**config.mk**
```make
export PLATFORM = sky130hd
export DESIGN_NAME = usb_console_bridge
export DESIGN_NICKNAME = d
export VERILOG_FILES = /design/src/bridge_pkg.sv /design/src/usb_rx_deframer.sv /design/src/console_usb_branch.sv /design/src/usb_tx_serializer.sv /design/src/usb_console_bridge.sv
export VERILOG_INCLUDE_DIRS = /design/src
export SDC_FILE = /design/constraint.sdc
export NUM_CORES = 1
export LEC_CHECK = 0
export BUFFER_PORTS_ARGS = -buffer_cell sky130_fd_sc_hd__buf_2
export CORE_MARGIN = 2
export CORE_UTILIZATION = 45
export CTS_BUF_LIST = sky130_fd_sc_hd__clkbuf_2
export DETAILED_ROUTE_END_ITERATION = 6
export PLACE_DENSITY_LB_ADDON = 0.08
export SYNTH_ARGS = -nofsm -noshare
export SYNTH_HDL_FRONTEND = slang
export SYNTH_SLANG_ARGS = --single-unit
```
**constraint.sdc**
```tcl
create_clock -name clk -period 2.16 [get_ports clk]
set_input_delay 0.108 -clock clk [delete_from_list [all_inputs] [get_ports clk]]
set_output_delay 0.108 -clock clk [all_outputs]
set_load 0.005 [all_outputs]
```
**src/bridge_params.svh**
```systemverilog
`ifndef BRIDGE_PARAMS_SVH
`define BRIDGE_PARAMS_SVH

// Bytes in one framed packet, one type byte and four payload bytes
`define BRIDGE_PKT_BYTES 5

// Packet type nibble
`define BRIDGE_BTYPE_W 4

// Device index and data index
`define BRIDGE_IDX_W 4

// Configuration command from the console
`define BRIDGE_CONF_W 16

// Command and payload word
`define BRIDGE_CMD_W 32

`endif

```
**src/bridge_pkg.sv**
```systemverilog
`default_nettype none

`include "bridge_params.svh"

package bridge_pkg;

    typedef logic [`BRIDGE_BTYPE_W-1:0] btype_t;
    typedef logic [`BRIDGE_IDX_W-1:0]   idx_t;
    typedef logic [`BRIDGE_CONF_W-1:0]  conf_t;
    typedef logic [`BRIDGE_CMD_W-1:0]   cmd_t;

    localparam btype_t BTYPE_INIT   = 4'd0;
    localparam btype_t BTYPE_DIDX   = 4'd5;  // Conversion request
    localparam btype_t BTYPE_DPARAM = 4'd6;  // Configuration request
    localparam btype_t BTYPE_DDIDX  = 4'd7;  // Device index answer during bring-up
    localparam btype_t BTYPE_DLINK  = 4'd8;
    localparam btype_t BTYPE_DTYPE  = 4'd9;
    localparam btype_t BTYPE_DTEMP  = 4'd10;
    localparam btype_t BTYPE_DATA0  = 4'd13;
    localparam btype_t BTYPE_DATA1  = 4'd14;

    typedef struct packed {
        btype_t btype;
        cmd_t   payload;
    } usb_pkt_t;

    typedef struct packed {
        btype_t btype;
        idx_t   data_idx;
        conf_t  conf;
    } cs_req_t;

    typedef enum logic [4:0] {
        MAIN_IDLE, MAIN_WAIT, MAIN_WORK, MAIN_READ, MAIN_TX_DONE, MAIN_RX_DONE,
        INIT_IDLE, INIT_WAIT, INIT_WORK, LINK_DONE,
        TYPE_IDLE, TYPE_WORK, TYPE_DONE,
        CONF_IDLE, CONF_SEND, CONF_READ, CONF_WAIT, CONF_DONE,
        CONV_IDLE, CONV_SEND, CONV_READ, CONV_WAIT, CONV_DONE
    } branch_state_t;

endpackage

`default_nettype wire

```
**src/usb_rx_deframer.sv**
```systemverilog
`timescale 1ns/1ps
`default_nettype none

`include "bridge_params.svh"

module usb_rx_deframer (
    input  logic                 clk,
    input  logic                 rst,
    input  logic [7:0]           rx_byte,
    input  logic                 rx_valid,
    output logic                 rx_busy,
    output bridge_pkg::usb_pkt_t rx_pkt,
    output logic                 fs_usb_read,
    input  logic                 fd_usb_read
);

    localparam int unsigned LAST_BYTE = `BRIDGE_PKT_BYTES - 1;

    logic [2:0]                 byte_cnt;
    bridge_pkg::btype_t         asm_btype;
    logic [`BRIDGE_CMD_W-9:0]   asm_payload;  // Upper payload bytes seen so far
    logic                       accept;
    logic                       last;

    // Strobes are dropped while a packet is still held
    assign accept = rx_valid && !rx_busy;
    assign last   = accept && (byte_cnt == 3'(LAST_BYTE));

    always_ff @(posedge clk or posedge rst) begin
        if (rst) begin
            byte_cnt <= '0;
        end else if (last) begin
            byte_cnt <= '0;
        end else if (accept) begin
            byte_cnt <= byte_cnt + 3'd1;
        end
    end

    // Four-phase return toward the branch
    always_ff @(posedge clk or posedge rst) begin
        if (rst) begin
            fs_usb_read <= 1'b0;
            rx_busy     <= 1'b0;
        end else if (last) begin
            fs_usb_read <= 1'b1;
            rx_busy     <= 1'b1;
        end else if (fs_usb_read && fd_usb_read) begin
            fs_usb_read <= 1'b0;
        end else if (!fs_usb_read && rx_busy && !fd_usb_read) begin
            rx_busy <= 1'b0;  // Sink has dropped its done flag
        end
    end

    always_ff @(posedge clk) begin
        if (accept) begin
            if (byte_cnt == 3'd0) begin
                asm_btype <= rx_byte[`BRIDGE_BTYPE_W-1:0];  // High nibble is unused
            end else begin
                asm_payload <= {asm_payload[`BRIDGE_CMD_W-17:0], rx_byte};
            end
        end
        if (last) begin
            rx_pkt.btype   <= asm_btype;
            rx_pkt.payload <= {asm_payload, rx_byte};
        end
    end

endmodule

`default_nettype wire

```
**src/console_usb_branch.sv**
```systemverilog
`timescale 1ns/1ps
`default_nettype none

module console_usb_branch (
    input  logic                  clk,
    input  logic                  rst,

    input  logic                  fs_cs_send,
    output logic                  fd_cs_send,
    output logic                  fs_cs_read,
    input  logic                  fd_cs_read,
    input  bridge_pkg::cs_req_t   cs_req,
    input  bridge_pkg::btype_t    read_cs_btype,

    output logic                  fs_usb_send,
    input  logic                  fd_usb_send,
    input  logic                  fs_usb_read,
    output logic                  fd_usb_read,
    input  bridge_pkg::btype_t    read_usb_btype,

    input  bridge_pkg::idx_t      device_idx,
    output logic                  stat,
    output bridge_pkg::btype_t    send_usb_btype,
    output bridge_pkg::cmd_t      cache_cmd
);

    bridge_pkg::branch_state_t state;
    bridge_pkg::branch_state_t next_state;
    logic [1:0]                device_stat;  // Link seen, type seen

    assign stat        = &device_stat;
    assign fd_cs_send  = (state == bridge_pkg::MAIN_TX_DONE);
    assign fs_cs_read  = (state == bridge_pkg::MAIN_RX_DONE);
    assign fs_usb_send = (state == bridge_pkg::CONF_SEND) || (state == bridge_pkg::CONV_SEND) ||
                         (state == bridge_pkg::TYPE_WORK);
    assign fd_usb_read = (state == bridge_pkg::INIT_WAIT) || (state == bridge_pkg::CONF_WAIT) ||
                         (state == bridge_pkg::CONV_WAIT);

    always_ff @(posedge clk or posedge rst) begin
        if (rst) begin
            state <= bridge_pkg::MAIN_IDLE;
        end else begin
            state <= next_state;
        end
    end

    always_comb begin
        next_state = state;
        case (state)
            bridge_pkg::MAIN_IDLE: next_state = bridge_pkg::INIT_IDLE;
            bridge_pkg::MAIN_WAIT: begin
                if (fs_cs_send) next_state = bridge_pkg::MAIN_WORK;
                else if (fs_usb_read) next_state = bridge_pkg::MAIN_READ;
            end
            bridge_pkg::MAIN_WORK: begin
                if (cs_req.btype == bridge_pkg::BTYPE_DPARAM) next_state = bridge_pkg::CONF_IDLE;
                else if (cs_req.btype == bridge_pkg::BTYPE_DIDX) next_state = bridge_pkg::CONV_IDLE;
                else next_state = bridge_pkg::MAIN_WAIT;  // Unknown request, no answer
            end
            bridge_pkg::MAIN_READ: begin
                if (read_cs_btype == bridge_pkg::BTYPE_DTEMP) next_state = bridge_pkg::CONF_READ;
                else next_state = bridge_pkg::CONV_READ;
            end
            bridge_pkg::MAIN_TX_DONE: begin
                if (!fs_cs_send) next_state = bridge_pkg::MAIN_WAIT;
            end
            bridge_pkg::MAIN_RX_DONE: begin
                if (fd_cs_read) next_state = bridge_pkg::MAIN_WAIT;
            end

            // Link bring-up with the device
            bridge_pkg::INIT_IDLE: begin
                if (fs_usb_read) next_state = bridge_pkg::INIT_WAIT;
            end
            bridge_pkg::INIT_WAIT: begin
                if (!fs_usb_read) next_state = bridge_pkg::INIT_WORK;
            end
            bridge_pkg::INIT_WORK: begin
                if (read_usb_btype == bridge_pkg::BTYPE_DLINK) next_state = bridge_pkg::LINK_DONE;
                else if (read_usb_btype == bridge_pkg::BTYPE_DTYPE) next_state = bridge_pkg::TYPE_DONE;
            end
            bridge_pkg::LINK_DONE: next_state = bridge_pkg::TYPE_IDLE;
            bridge_pkg::TYPE_IDLE: next_state = bridge_pkg::TYPE_WORK;
            bridge_pkg::TYPE_WORK: begin
                if (fd_usb_send) next_state = bridge_pkg::INIT_IDLE;  // Wait for the next packet
            end
            bridge_pkg::TYPE_DONE: next_state = bridge_pkg::MAIN_WAIT;

            bridge_pkg::CONF_IDLE: next_state = bridge_pkg::CONF_SEND;
            bridge_pkg::CONF_SEND: begin
                if (fd_usb_send) next_state = bridge_pkg::MAIN_TX_DONE;
            end
            bridge_pkg::CONF_READ: next_state = bridge_pkg::CONF_WAIT;
            bridge_pkg::CONF_WAIT: begin
                if (!fs_usb_read) next_state = bridge_pkg::CONF_DONE;
            end
            bridge_pkg::CONF_DONE: next_state = bridge_pkg::MAIN_RX_DONE;

            bridge_pkg::CONV_IDLE: next_state = bridge_pkg::CONV_SEND;
            bridge_pkg::CONV_SEND: begin
                if (fd_usb_send) next_state = bridge_pkg::MAIN_TX_DONE;
            end
            bridge_pkg::CONV_READ: begin
                // Anything other than a data packet keeps waiting
                if (read_usb_btype == bridge_pkg::BTYPE_DATA0 ||
                    read_usb_btype == bridge_pkg::BTYPE_DATA1) begin
                    next_state = bridge_pkg::CONV_WAIT;
                end
            end
            bridge_pkg::CONV_WAIT: begin
                if (!fs_usb_read) next_state = bridge_pkg::CONV_DONE;
            end
            bridge_pkg::CONV_DONE: next_state = bridge_pkg::MAIN_RX_DONE;

            default: next_state = bridge_pkg::MAIN_IDLE;
        endcase
    end

    always_ff @(posedge clk or posedge rst) begin
        if (rst) begin
            send_usb_btype <= bridge_pkg::BTYPE_INIT;
        end else if (state == bridge_pkg::TYPE_IDLE) begin
            send_usb_btype <= bridge_pkg::BTYPE_DDIDX;
        end else if (state == bridge_pkg::CONF_IDLE) begin
            send_usb_btype <= bridge_pkg::BTYPE_DPARAM;
        end else if (state == bridge_pkg::CONV_IDLE) begin
            send_usb_btype <= bridge_pkg::BTYPE_DIDX;
        end
    end

    // Command word layouts for the three outbound packet kinds
    always_ff @(posedge clk or posedge rst) begin
        if (rst) begin
            cache_cmd <= '0;
        end else if (state == bridge_pkg::TYPE_IDLE) begin
            cache_cmd <= {device_idx, 28'h0};
        end else if (state == bridge_pkg::CONF_IDLE) begin
            cache_cmd <= {device_idx, 4'h0, cs_req.conf, 8'h00};
        end else if (state == bridge_pkg::CONV_IDLE) begin
            cache_cmd <= {device_idx, cs_req.data_idx, cs_req.conf, 8'h00};
        end
    end

    always_ff @(posedge clk or posedge rst) begin
        if (rst) begin
            device_stat <= 2'b00;
        end else if (state == bridge_pkg::MAIN_IDLE) begin
            device_stat <= 2'b00;
        end else if (state == bridge_pkg::LINK_DONE) begin
            device_stat[1] <= 1'b1;
        end else if (state == bridge_pkg::TYPE_DONE) begin
            device_stat[0] <= 1'b1;
        end
    end

endmodule

`default_nettype wire

```
**src/usb_tx_serializer.sv**
```systemverilog
`timescale 1ns/1ps
`default_nettype none

`include "bridge_params.svh"

module usb_tx_serializer (
    input  logic                 clk,
    input  logic                 rst,
    input  bridge_pkg::usb_pkt_t tx_pkt,
    input  logic                 fs_usb_send,
    output logic                 fd_usb_send,
    output logic [7:0]           tx_byte,
    output logic                 tx_valid
);

    localparam int unsigned LAST_BYTE = `BRIDGE_PKT_BYTES - 1;

    logic [2:0]        byte_cnt;  // Bytes still to go after the current one
    logic              busy;
    logic              start;
    bridge_pkg::cmd_t  shift_reg;

    // A request is taken only once the previous one has been fully released
    assign start = fs_usb_send && !busy && !fd_usb_send;

    always_ff @(posedge clk or posedge rst) begin
        if (rst) begin
            busy        <= 1'b0;
            tx_valid    <= 1'b0;
            fd_usb_send <= 1'b0;
            byte_cnt    <= '0;
        end else if (start) begin
            busy     <= 1'b1;
            tx_valid <= 1'b1;
            byte_cnt <= 3'(LAST_BYTE);
        end else if (busy) begin
            if (byte_cnt == 3'd0) begin
                busy        <= 1'b0;
                tx_valid    <= 1'b0;
                fd_usb_send <= 1'b1;
            end else begin
                byte_cnt <= byte_cnt - 3'd1;
            end
        end else if (fd_usb_send && !fs_usb_send) begin
            fd_usb_send <= 1'b0;
        end
    end

    always_ff @(posedge clk) begin
        if (start) begin
            tx_byte   <= {{(8-`BRIDGE_BTYPE_W){1'b0}}, tx_pkt.btype};
            shift_reg <= tx_pkt.payload;
        end else if (busy && byte_cnt != 3'd0) begin
            tx_byte   <= shift_reg[`BRIDGE_CMD_W-1 -: 8];  // MSB first
            shift_reg <= {shift_reg[`BRIDGE_CMD_W-9:0], 8'h00};
        end
    end

endmodule

`default_nettype wire

```
**src/usb_console_bridge.sv**
```systemverilog
`timescale 1ns/1ps
`default_nettype none

module usb_console_bridge (
    input  logic                 clk,
    input  logic                 rst,

    input  logic [7:0]           rx_byte,
    input  logic                 rx_valid,
    output logic                 rx_busy,
    output logic [7:0]           tx_byte,
    output logic                 tx_valid,

    input  logic                 fs_cs_send,
    output logic                 fd_cs_send,
    input  bridge_pkg::cs_req_t  cs_req,
    output logic                 fs_cs_read,
    input  logic                 fd_cs_read,
    output bridge_pkg::usb_pkt_t cs_read_pkt,

    input  bridge_pkg::idx_t     device_idx,
    output logic                 stat
);

    bridge_pkg::usb_pkt_t rx_pkt;
    bridge_pkg::usb_pkt_t tx_pkt;
    bridge_pkg::btype_t   send_usb_btype;
    bridge_pkg::cmd_t     cache_cmd;
    logic                 fs_usb_read;
    logic                 fd_usb_read;
    logic                 fs_usb_send;
    logic                 fd_usb_send;

    assign tx_pkt      = '{btype: send_usb_btype, payload: cache_cmd};
    assign cs_read_pkt = rx_pkt;  // Console reads the held inbound packet

    usb_rx_deframer u_rx (
        .clk         (clk),
        .rst         (rst),
        .rx_byte     (rx_byte),
        .rx_valid    (rx_valid),
        .rx_busy     (rx_busy),
        .rx_pkt      (rx_pkt),
        .fs_usb_read (fs_usb_read),
        .fd_usb_read (fd_usb_read)
    );

    console_usb_branch u_branch (
        .clk            (clk),
        .rst            (rst),
        .fs_cs_send     (fs_cs_send),
        .fd_cs_send     (fd_cs_send),
        .fs_cs_read     (fs_cs_read),
        .fd_cs_read     (fd_cs_read),
        .cs_req         (cs_req),
        .read_cs_btype  (rx_pkt.btype),
        .fs_usb_send    (fs_usb_send),
        .fd_usb_send    (fd_usb_send),
        .fs_usb_read    (fs_usb_read),
        .fd_usb_read    (fd_usb_read),
        .read_usb_btype (rx_pkt.btype),
        .device_idx     (device_idx),
        .stat           (stat),
        .send_usb_btype (send_usb_btype),
        .cache_cmd      (cache_cmd)
    );

    usb_tx_serializer u_tx (
        .clk         (clk),
        .rst         (rst),
        .tx_pkt      (tx_pkt),
        .fs_usb_send (fs_usb_send),
        .fd_usb_send (fd_usb_send),
        .tx_byte     (tx_byte),
        .tx_valid    (tx_valid)
    );

endmodule

`default_nettype wire

```
==> report_table.html, run 1 <==
<table>
<tr><th>Metric</th><th>Value</th></tr>
<tr><th colspan="2">Timing</th></tr>
<tr><td>Number of endpoints with negative hold slack in the final report</td><td>0</td></tr>
<tr><td>Top achievable clock speed</td><td>462 MHz</td></tr>
<tr><td>Setup Viol. Count Final</td><td>9</td></tr>
<tr><td>Minimum period implied by the final worst setup slack</td><td>2.16 ns</td></tr>
<tr><td>Worst slew pin tran</td><td>0.457 ns</td></tr>
<tr><td>Post-Route Skew</td><td>0.0247 ns</td></tr>
<tr><td>Max-slew violation count</td><td>0</td></tr>
<tr><td>Relative max-transition margin</td><td>69.6%</td></tr>
<tr><td>Minimum setup slack in the final design</td><td>-0.00375 ns</td></tr>
<tr><td>Period Utilization, post-route</td><td>100%</td></tr>
<tr><td>Final-layout setup total negative slack</td><td>-0.0251 ns</td></tr>
<tr><td>RSZ-0062 raised after global routing</td><td>yes</td></tr>
<tr><th colspan="2">Logic synthesis</th></tr>
<tr><td>Gate count of the mapped netlist</td><td>400</td></tr>
<tr><td>Number of warning messages in the yosys log</td><td>0</td></tr>
<tr><td>Mux cell area share after synthesis</td><td>9.46%</td></tr>
<tr><td>Average cell area after synthesis</td><td>14.3 µm²</td></tr>
<tr><td>Synth Net Count</td><td>445</td></tr>
<tr><td>Largest family of logic cells by synthesized area</td><td>simple AND/OR/NAND/NOR gates</td></tr>
<tr><td>XOR/XNOR share of the synthesized area</td><td>0.459%</td></tr>
<tr><td>Post-Synth Adder-Cell Area</td><td>0.874%</td></tr>
<tr><td>Area share of and/or/nand/nor cells after synthesis</td><td>9.83%</td></tr>
<tr><td>Post-synth EDFFs</td><td>92</td></tr>
<tr><td>Most instantiated flip-flop cell in the synthesis netlist</td><td>edfxtp_1</td></tr>
<tr><td>Share of async-settable or async-resettable flops after synthesis</td><td>31.9%</td></tr>
<tr><td>Summed instance area of the synthesized netlist</td><td>5730 µm²</td></tr>
<tr><td>Post-synthesis register bit count</td><td>141</td></tr>
<tr><td>Number of unique standard cell types used by synthesis</td><td>58</td></tr>
<tr><td>Part of the Yosys area used for sequential elements</td><td>69.3%</td></tr>
<tr><td>Fraction of the mapped netlist area in compound gates</td><td>7.28%</td></tr>
<tr><th colspan="2">Job</th></tr>
<tr><td>Max-Cap Viols</td><td>0</td></tr>
<tr><th colspan="2">Pwr</th></tr>
<tr><td>Pwr dens</td><td>1290 nW/µm²</td></tr>
<tr><td>Comb power frac</td><td>37.8%</td></tr>
<tr><td>Switching share of power</td><td>33.3%</td></tr>
<tr><td>Proportion of power drawn by flip-flops and latches</td><td>43.5%</td></tr>
<tr><td>Power consumption</td><td>9880 µW</td></tr>
<tr><td>Worst voltage drop across the vdd grid</td><td>1.01 mV</td></tr>
<tr><td>Static Leakage</td><td>0.00313 µW</td></tr>
<tr><td>Clock network fraction of design power</td><td>18.8%</td></tr>
<tr><td>Internal power of the cells</td><td>6590 µW</td></tr>
<tr><td>Net Switching</td><td>3290 µW</td></tr>
<tr><th colspan="2">Die</th></tr>
<tr><td>Total number of placement rows</td><td>41</td></tr>
<tr><td>Core area</td><td>12500 µm²</td></tr>
<tr><td>Number of top-level pins</td><td>90</td></tr>
<tr><td>Vertical die dimension</td><td>117 µm</td></tr>
<tr><td>Die outline area</td><td>13600 µm²</td></tr>
<tr><td>Chip Width</td><td>117 µm</td></tr>
<tr><td>Initial cell density of the core</td><td>45.7%</td></tr>
<tr><th colspan="2">Finish</th></tr>
<tr><td>Area of combinational cells with multiple inputs</td><td>1710 µm²</td></tr>
<tr><td>Reg area</td><td>3970 µm²</td></tr>
<tr><td>Largest register by flop count</td><td>u_rx.rx_pkt</td></tr>
<tr><td>Number of standard cells in the final layout excluding fillers</td><td>763</td></tr>
<tr><td>Max FFs per register</td><td>36</td></tr>
<tr><td>Filler cell count</td><td>1049</td></tr>
<tr><td>Share of final-layout standard cells stronger than drive strength 1</td><td>36.4%</td></tr>
<tr><td>Area growth from synthesis to final layout</td><td>33.9%</td></tr>
<tr><td>Number of nets at the end of the flow</td><td>622</td></tr>
<tr><td>Final Util</td><td>61.2%</td></tr>
<tr><th colspan="2">GRT</th></tr>
<tr><td>Aggregate global-route resource usage</td><td>18.9%</td></tr>
<tr><td>First-pass GRT wire length</td><td>19.0 mm</td></tr>
<tr><td>Overall overflow remaining after global route</td><td>0</td></tr>
<tr><td>Maximum number of pins on one net before global-route repair</td><td>37</td></tr>
<tr><td>Vias in the first global route</td><td>3663</td></tr>
<tr><td>Initial antenna violation count</td><td>1</td></tr>
<tr><th colspan="2">Worst setup path</th></tr>
<tr><td>Worst Setup Path Type</td><td>reg2reg</td></tr>
<tr><td>Kind of start point of the critical path</td><td>flip-flop</td></tr>
<tr><td>Standard cell with the maximum stage delay on the critical path</td><td>dfrtp_2</td></tr>
<tr><td>Largest driver fanout on the critical path</td><td>5</td></tr>
<tr><td>Data required time at the worst endpoint</td><td>2.62 ns</td></tr>
<tr><td>Largest incremental delay on the critical path</td><td>0.51 ns</td></tr>
<tr><td>Crit path from</td><td>u_branch.state[2]$_DFFE_PP0P_</td></tr>
<tr><td>FF-to-FF Start</td><td>u_branch.state[2]$_DFFE_PP0P_</td></tr>
<tr><td>Worst path bufs/invs</td><td>3</td></tr>
<tr><td>Count of cell instances traversed by the critical path</td><td>7</td></tr>
<tr><td>Capturing instance or port of the critical path</td><td>u_tx.shift_reg[15]$_SDFFCE_PP0P_</td></tr>
<tr><td>Crit-path leading delay family</td><td>simple AND/OR/NAND/NOR gates</td></tr>
<tr><td>Depth of the most critical reg-to-reg path</td><td>7</td></tr>
<tr><td>Endpoint of the most critical register-to-register path</td><td>u_tx.shift_reg[15]$_SDFFCE_PP0P_</td></tr>
<tr><td>Setup crit end kind</td><td>flip-flop</td></tr>
<tr><td>Most repeated library cell on the critical path</td><td>or2_4</td></tr>
<tr><td>Register-to-register setup slack</td><td>-0.004 ns</td></tr>
<tr><td>Crit path DAT</td><td>2.62 ns</td></tr>
<tr><td>Cell Chain, Critical Path</td><td>or2_4 &gt; o32ai_4 &gt; nor4b_4 &gt; buf_6 &gt; buf_12 &gt; or2_4 &gt; clkbuf_16</td></tr>
<tr><th colspan="2">Clocking</th></tr>
<tr><td>Number of clock buffers inserted by TritonCTS</td><td>17</td></tr>
<tr><td>Maximum buffer depth of the clock tree</td><td>2</td></tr>
<tr><td>Clock latency at the later pin of the worst-skew pair</td><td>0.71 ns</td></tr>
<tr><td>H-tree depth</td><td>4</td></tr>
<tr><td>Clock tree from TritonCTS</td><td>done</td></tr>
<tr><td>CTS sink count</td><td>141</td></tr>
<tr><td>Clock transition at the register clock pins on the worst setup and hold paths after CTS</td><td>0.22 ns</td></tr>
<tr><td>Clock tree root driver cell</td><td>clkbuf_2</td></tr>
<tr><th colspan="2">Place</th></tr>
<tr><td>Instance count after placement with tap cells included</td><td>681</td></tr>
<tr><td>Final weighted congestion in routability-driven placement</td><td>0.837</td></tr>
<tr><td>Setup WS pre-CTS</td><td>0.00182 ns</td></tr>
<tr><td>Number of buffers added on ports</td><td>89</td></tr>
<tr><td>Placed wire-length estimate after detailed placement</td><td>8.16 mm</td></tr>
<tr><th colspan="2">Route</th></tr>
<tr><td>DR WL/cell</td><td>16.3 µm</td></tr>
<tr><td>Final WL</td><td>12.4 mm</td></tr>
<tr><td>Antenna Violating Nets Remaining</td><td>0</td></tr>
<tr><td>Number of design-rule violations left by the first detailed-router iteration</td><td>315</td></tr>
<tr><td>Vias/cell</td><td>5.00</td></tr>
<tr><td>Pre-Repair DR Iteration Count</td><td>4</td></tr>
<tr><td>Total via count in the routed design</td><td>3815</td></tr>
<tr><td>Drt drc</td><td>0</td></tr>
<tr><th colspan="2">Worst hold path</th></tr>
<tr><td>Worst Hold Class</td><td>in2reg</td></tr>
<tr><th colspan="2">Status</th></tr>
<tr><td>Status</td><td>finished with violations</td></tr>
<tr><td>Failing checks</td><td>negative setup slack</td></tr>
</table>
## routing by layer
| layer | part of all wire [%] | vias to the layer above | GRT usage (%) |
|---|---|---|---|
| li1 | - | 1831 | - |
| met1 | 43 | 1882 | 23.6 |
| met2 | 52 | 84 | 31.2 |
| met3 | 3.4 | 18 | 5.46 |
| met4 | 2.0 | 0 | 7.69 |
| met5 | 0 | - | 0 |
## power groups by stage
stage	Sequential, µW	Clock [µW]	Combinational [µW]
finish	4290	1850	3730
detailed placement	4350	0	3250
global placement	4310	0	3230
floorplan	4190	0	2020
global route	4390	2020	4100
CTS	4290	1920	3360
## worst min-delay path, delay by kind of cell
kind                   cells  cell delay (ns)
AO/OA/AOI/OAI              1             0.10
AND/OR/NAND/NOR            2             0.28
multiplexers               1             0.18
buffers and inverters      1             0.10
## cell usage after synthesis (all sizes together) (2+ instances only)
| library cell | instances | area share [%] |
|---|---|---|
| ha | 4 | 0.87 |
| and2 | 10 | 1.1 |
| or2 | 4 | 0.48 |
| buf | 13 | 1.3 |
| o21ai | 18 | 1.6 |
| nand4 | 2 | 0.22 |
| o221ai | 2 | 0.31 |
| nand4bb | 2 | 0.39 |
| nor2 | 35 | 2.3 |
| a21oi | 13 | 1.1 |
| o32ai | 2 | 0.44 |
| inv | 15 | 0.98 |
| nand3b | 2 | 0.26 |
| nor2b | 7 | 0.76 |
| mux2i | 26 | 4.5 |
| a211oi | 2 | 0.26 |
| edfxtp | 92 | 48 |
| xnor2 | 2 | 0.31 |
| nor3 | 4 | 0.44 |
| or3 | 2 | 0.22 |
| mux2 | 25 | 4.9 |
| clkbuf | 8 | 0.52 |
| dfrtp | 45 | 20 |
| dfxtp | 4 | 1.4 |
| nand2 | 13 | 0.85 |
| nand2b | 10 | 1.1 |
| a22oi | 2 | 0.26 |
| o211ai | 2 | 0.26 |
| nor4b | 2 | 0.57 |
| o22ai | 3 | 0.33 |
| and3 | 2 | 0.22 |
| nand3 | 5 | 0.44 |
| a31oi | 5 | 0.55 |
| o31ai | 3 | 0.63 |
## cell type report
cell class,instances,share of cell area [%]
Sequential cell,141,51.8
Inverter,15,0.735
Clock buffer,17,1.11
Antenna cell,1,0.0326
Clock inverter,15,2.95
Tap cell,172,2.81
Multi-Input combinational cell,223,22.3
Timing Repair Buffer,179,18.2
## worst min path at each step
stage	startpoint	end	slack (ns)	depth (start not counted)
CTS	rx_byte[7]	u_rx.rx_pkt[7]$_DFFE_PP_	0.01	2
global route	rx_byte[6]	u_rx.rx_pkt[6]$_DFFE_PP_	0.001	2
floorplan	rx_byte[0]	u_rx.asm_btype[0]$_DFFE_PP_	0.21	0
detailed placement	rst	u_branch.cache_cmd[9]$_DFFE_PP0P_	0.10	2
global placement	rst	u_branch.cache_cmd[9]$_DFFE_PP0P_	0.10	2
finish	fd_cs_read	u_branch.state[0]$_DFFE_PP0P_	0.07	5
## stage by stage
step / cell area, µm² / hold slack [ns]
after global placement: 6680 / 0.103
after detailed placement: 6680 / 0.103
after CTS: 7390 / 0.0122
final: 7660 / 0.0731
after floorplan: 5750 / 0.207
after global routing: 7660 / 0.00107
## timing repair
action | in CTS | in global routing
cloned | 0 | 6
setup buffers | 0 | 7
gates resized for setup | 5 | 28
endpoints found under the hold margin | 119 | 0
setup endpoints to repair | 24 | 63
pin swaps | 1 | 4
hold buffers | 37 | 0
## kinds of logic after synthesis
group	count (synthesis)
compound gates	62
xor+xnor	3
fa+ha+maj	4
buf+inv	36
flops	141
mux	51
simple gates	103
## cell usage in the layout (no fill, tap or decap), types with 7 or more instances in the layout
cell           instances
edfxtp_1              92
buf_2                 89
dfrtp_1               41
buf_4                 37
dlygate4sd3_1         36
nor2_1                34
mux2i_1               26
o21ai_0               17
clkbuf_2              17
inv_1                 14
mux2_4                14
nand2_1               13
a21oi_1               12
and2_1                10
nand2b_1               9
mux2_2                 7
nor2b_1                7
(Power assumes the default switching activity.)
==> inputs of run 2 (changes only) <==
--- a/config.mk
+++ b/config.mk
@@ -7,10 +7,12 @@
 export NUM_CORES = 1
 export LEC_CHECK = 0
 export BUFFER_PORTS_ARGS = -buffer_cell sky130_fd_sc_hd__buf_2
+export CORE_ASPECT_RATIO = 0.7
 export CORE_MARGIN = 2
 export CORE_UTILIZATION = 45
 export CTS_BUF_LIST = sky130_fd_sc_hd__clkbuf_2
 export DETAILED_ROUTE_END_ITERATION = 6
+export GPL_ROUTABILITY_DRIVEN = 0
 export PLACE_DENSITY_LB_ADDON = 0.08
 export SYNTH_ARGS = -nofsm -noshare
 export SYNTH_HDL_FRONTEND = slang
==> report_table.html, run 2 (synthesis results as in run 1) <==
<table>
<tr><th>Metric</th><th>Value</th></tr>
<tr><th colspan="2">Status</th></tr>
<tr><td>Status</td><td>completed (was finished with violations)</td></tr>
<tr><th colspan="2">Timing</th></tr>
<tr><td>Setup Viol. Count Final</td><td>0 (was 9)</td></tr>
<tr><td>RSZ-0062 raised after global routing</td><td>yes (unchanged)</td></tr>
<tr><td>Worst slew pin tran</td><td>0.518 ns (was 0.457 ns)</td></tr>
<tr><td>Top achievable clock speed</td><td>474 MHz (was 462 MHz)</td></tr>
<tr><td>Final-layout setup total negative slack</td><td>0 ns (was -0.0251 ns)</td></tr>
<tr><td>Period Utilization, post-route</td><td>97.8% (was 100%)</td></tr>
<tr><td>Max-slew violation count</td><td>0 (unchanged)</td></tr>
<tr><td>Minimum period implied by the final worst setup slack</td><td>2.11 ns (was 2.16 ns)</td></tr>
<tr><td>Relative max-transition margin</td><td>65.4% (was 69.6%)</td></tr>
<tr><td>Worst-case hold slack</td><td>0.138 ns (was 0.0731 ns)</td></tr>
<tr><td>Number of endpoints with negative hold slack in the final report</td><td>0 (unchanged)</td></tr>
<tr><td>Post-Route Skew</td><td>0.0303 ns (was 0.0247 ns)</td></tr>
<tr><th colspan="2">Worst setup path</th></tr>
<tr><td>Kind of start point of the critical path</td><td>flip-flop (unchanged)</td></tr>
<tr><td>Largest driver fanout on the critical path</td><td>13 (was 5)</td></tr>
<tr><td>Standard cell with the maximum stage delay on the critical path</td><td>or4b_4 (was dfrtp_2)</td></tr>
<tr><td>Largest incremental delay on the critical path</td><td>0.52 ns (was 0.51 ns)</td></tr>
<tr><td>Crit path DAT</td><td>2.68 ns (was 2.62 ns)</td></tr>
<tr><td>Worst Setup Path Type</td><td>reg2reg (unchanged)</td></tr>
<tr><td>Setup crit end kind</td><td>flip-flop (unchanged)</td></tr>
<tr><td>Cell Chain, Critical Path</td><td>buf_4 &gt; or4b_4 &gt; o221ai_4 &gt; o21ai_2 &gt; nand4_1 &gt; mux2_2 (was or2_4 &gt; o32ai_4 &gt; nor4b_4 &gt; buf_6 &gt; buf_12 &gt; or2_4 &gt; clkbuf_16)</td></tr>
<tr><td>Data required time at the worst endpoint</td><td>2.73 ns (was 2.62 ns)</td></tr>
<tr><th colspan="2">Clocking</th></tr>
<tr><td>Clock tree root driver cell</td><td>clkbuf_2 (unchanged)</td></tr>
<tr><td>Clock latency at the later pin of the worst-skew pair</td><td>0.67 ns (was 0.71 ns)</td></tr>
<tr><td>H-tree depth</td><td>4 (unchanged)</td></tr>
<tr><td>Maximum buffer depth of the clock tree</td><td>2 (unchanged)</td></tr>
<tr><td>Clock transition at the register clock pins on the worst setup and hold paths after CTS</td><td>0.23 ns (was 0.22 ns)</td></tr>
<tr><td>Clock tree from TritonCTS</td><td>done (unchanged)</td></tr>
<tr><td>Number of clock buffers inserted by TritonCTS</td><td>17 (unchanged)</td></tr>
<tr><td>CTS sink count</td><td>141 (unchanged)</td></tr>
<tr><th colspan="2">GRT</th></tr>
<tr><td>Aggregate global-route resource usage</td><td>18.1% (was 18.9%)</td></tr>
<tr><td>Maximum number of pins on one net before global-route repair</td><td>31 (was 37)</td></tr>
<tr><td>Vias in the first global route</td><td>3802 (was 3663)</td></tr>
<tr><td>First-pass GRT wire length</td><td>19.2 mm (was 19.0 mm)</td></tr>
<tr><td>Initial antenna violation count</td><td>0 (was 1)</td></tr>
<tr><td>Overall overflow remaining after global route</td><td>0 (unchanged)</td></tr>
<tr><th colspan="2">Worst hold path</th></tr>
<tr><td>Worst Hold Class</td><td>in2reg (unchanged)</td></tr>
<tr><th colspan="2">Place</th></tr>
<tr><td>Placed wire-length estimate after detailed placement</td><td>7.83 mm (was 8.16 mm)</td></tr>
<tr><td>DP Area</td><td>6560 µm² (was 6680 µm²)</td></tr>
<tr><td>Number of buffers added on ports</td><td>89 (unchanged)</td></tr>
<tr><th colspan="2">Die</th></tr>
<tr><td>Chip Width</td><td>139 µm (was 117 µm)</td></tr>
<tr><td>Vertical die dimension</td><td>98.4 µm (was 117 µm)</td></tr>
<tr><td>Number of top-level pins</td><td>90 (unchanged)</td></tr>
<tr><td>Core area</td><td>12400 µm² (was 12500 µm²)</td></tr>
<tr><td>Die outline area</td><td>13700 µm² (was 13600 µm²)</td></tr>
<tr><td>Total number of placement rows</td><td>34 (was 41)</td></tr>
<tr><td>Initial cell density of the core</td><td>46.1% (was 45.7%)</td></tr>
<tr><th colspan="2">Finish</th></tr>
<tr><td>Number of nets at the end of the flow</td><td>605 (was 622)</td></tr>
<tr><td>Most common library cell in the layout ignoring fill and taps</td><td>edfxtp_1 (unchanged)</td></tr>
<tr><td>Area of combinational cells with multiple inputs</td><td>1670 µm² (was 1710 µm²)</td></tr>
<tr><td>Final Util</td><td>58.5% (was 61.2%)</td></tr>
<tr><td>Final instance area</td><td>7270 µm² (was 7660 µm²)</td></tr>
<tr><td>Top library cells by usage in the layout, fill and taps aside</td><td>edfxtp_1 (92), buf_2 (89), dfrtp_1 (44) (was edfxtp_1 (92), buf_2 (89), dfrtp_1 (41))</td></tr>
<tr><td>Area growth from synthesis to final layout</td><td>27.0% (was 33.9%)</td></tr>
<tr><td>Share of final-layout standard cells stronger than drive strength 1</td><td>32.1% (was 36.4%)</td></tr>
<tr><td>Max FFs per register</td><td>36 (unchanged)</td></tr>
<tr><td>Inserted Diodes</td><td>0 (was 1)</td></tr>
<tr><td>Largest register by flop count</td><td>u_rx.rx_pkt (unchanged)</td></tr>
<tr><td>Reg area</td><td>3970 µm² (about the same)</td></tr>
<tr><td>Filler cell count</td><td>1029 (was 1049)</td></tr>
<tr><th colspan="2">Route</th></tr>
<tr><td>Antenna Violating Nets Remaining</td><td>0 (unchanged)</td></tr>
<tr><td>Pre-Repair DR Iteration Count</td><td>5 (was 4)</td></tr>
<tr><td>DR WL/cell</td><td>16.2 µm (was 16.3 µm)</td></tr>
<tr><td>Vias/cell</td><td>5.14 (was 5.00)</td></tr>
<tr><td>Final WL</td><td>11.9 mm (was 12.4 mm)</td></tr>
<tr><td>Total via count in the routed design</td><td>3779 (was 3815)</td></tr>
<tr><td>Number of design-rule violations left by the first detailed-router iteration</td><td>380 (was 315)</td></tr>
<tr><td>Drt drc</td><td>0 (unchanged)</td></tr>
<tr><th colspan="2">Job</th></tr>
<tr><td>Max-Cap Viols</td><td>0 (unchanged)</td></tr>
<tr><th colspan="2">Pwr</th></tr>
<tr><td>Worst voltage drop across the vdd grid</td><td>0.634 mV (was 1.01 mV)</td></tr>
<tr><td>Pwr dens</td><td>1260 nW/µm² (was 1290 nW/µm²)</td></tr>
<tr><td>Static Leakage</td><td>0.00294 µW (was 0.00313 µW)</td></tr>
</table>
## run 2: cell types whose count changed in the layout (fill, tap and decap cells not counted), moves of 2 or more
cell / previous run / this run
clkbuf_2: 17 / 19
mux2_1: 4 / 16
dfrtp_2: 4 / 1
mux2_4: 14 / 0
bufinv_16: 4 / 2
mux2_2: 7 / 9
buf_4: 37 / 32
buf_6: 5 / 3
buf_12: 6 / 2
dfrtp_1: 41 / 44
clkbuf_16: 5 / 0
## run 2: per-layer routing
layer | vias to the layer above | part of all wire, % | global-route usage, %
met1 | 1840 | 48 | 25.7
met4 | 0 | 1.3 | 5.13
li1 | 1797 | - | -
met3 | 21 | 5.7 | 5.44
met2 | 121 | 45 | 27.4
met5 | - | 0 | 0
## run 2: path summary, 6_finish.rpt
kind | from | endpoint | slack, ns | depth (start not counted)
worst max-delay path | u_branch.state[2]$_DFFE_PP0P_ | u_branch.state[3]$_DFFE_PP0P_ | 0.05 | 6
worst min-delay path | rx_byte[6] | u_rx.asm_payload[6]$_DFFE_PP_ | 0.14 | 2
worst max register to register | u_branch.state[2]$_DFFE_PP0P_ | u_branch.state[3]$_DFFE_PP0P_ | 0.05 | 6
worst min register to register | u_rx.asm_payload[23]$_DFFE_PP_ | u_rx.rx_pkt[31]$_DFFE_PP_ | 0.43 | 0
max in group asynchronous | rst | u_branch.state[4]$_DFFE_PP0P_ | 1.00 | 5
min in group asynchronous | rst | u_branch.cache_cmd[13]$_DFFE_PP0P_ | 0.56 | 4
## run 2: area by class of cell
type	instances	area share, %
flip-flops and latches	141	54.6
multi-input cells	223	23.0
repair buffers	162	15.4
well taps	162	2.79
clock inverters	13	2.10
clock buffers	19	1.31
inverters	15	0.774
## run 2: worst max-delay path, delay by kind of cell, from the launching register on
kind | cells | cell delay (ns)
AND/OR/NAND/NOR | 2 | 0.72
flip-flops | 1 | 0.42
multiplexers | 1 | 0.36
AO/OA/AOI/OAI | 2 | 0.34
buffers and inverters | 1 | 0.18
## run 2: what timing repair did
action,4_1_cts,5_1_grt
hold endpoints to repair,95,0
buffers inserted,3,1
resized for setup,5,11
pin swaps,0,2
hold buffers,36,0
setup endpoints to repair,6,9
gates cloned,0,0
## run 2: report_power, final
group | switching [µW] | internal [µW]
Combinational | 1830 | 1530
Sequential | 381 | 3870
Clock | 1020 | 571
Total | 3230 | 5960
## run 2: metrics by stage
step / power, µW / std cells / worst slack, ns
2_1_floorplan: 6220 / 400 / -0.0235
4_1_cts: 9050 / 734 / 0.00207
6_report: 9190 / 735 / 0.0484
3_3_place_gp: 7250 / 663 / 0.0788
3_5_place_dp: 7340 / 663 / 0.00559
5_1_grt: 9780 / 735 / -0.0671
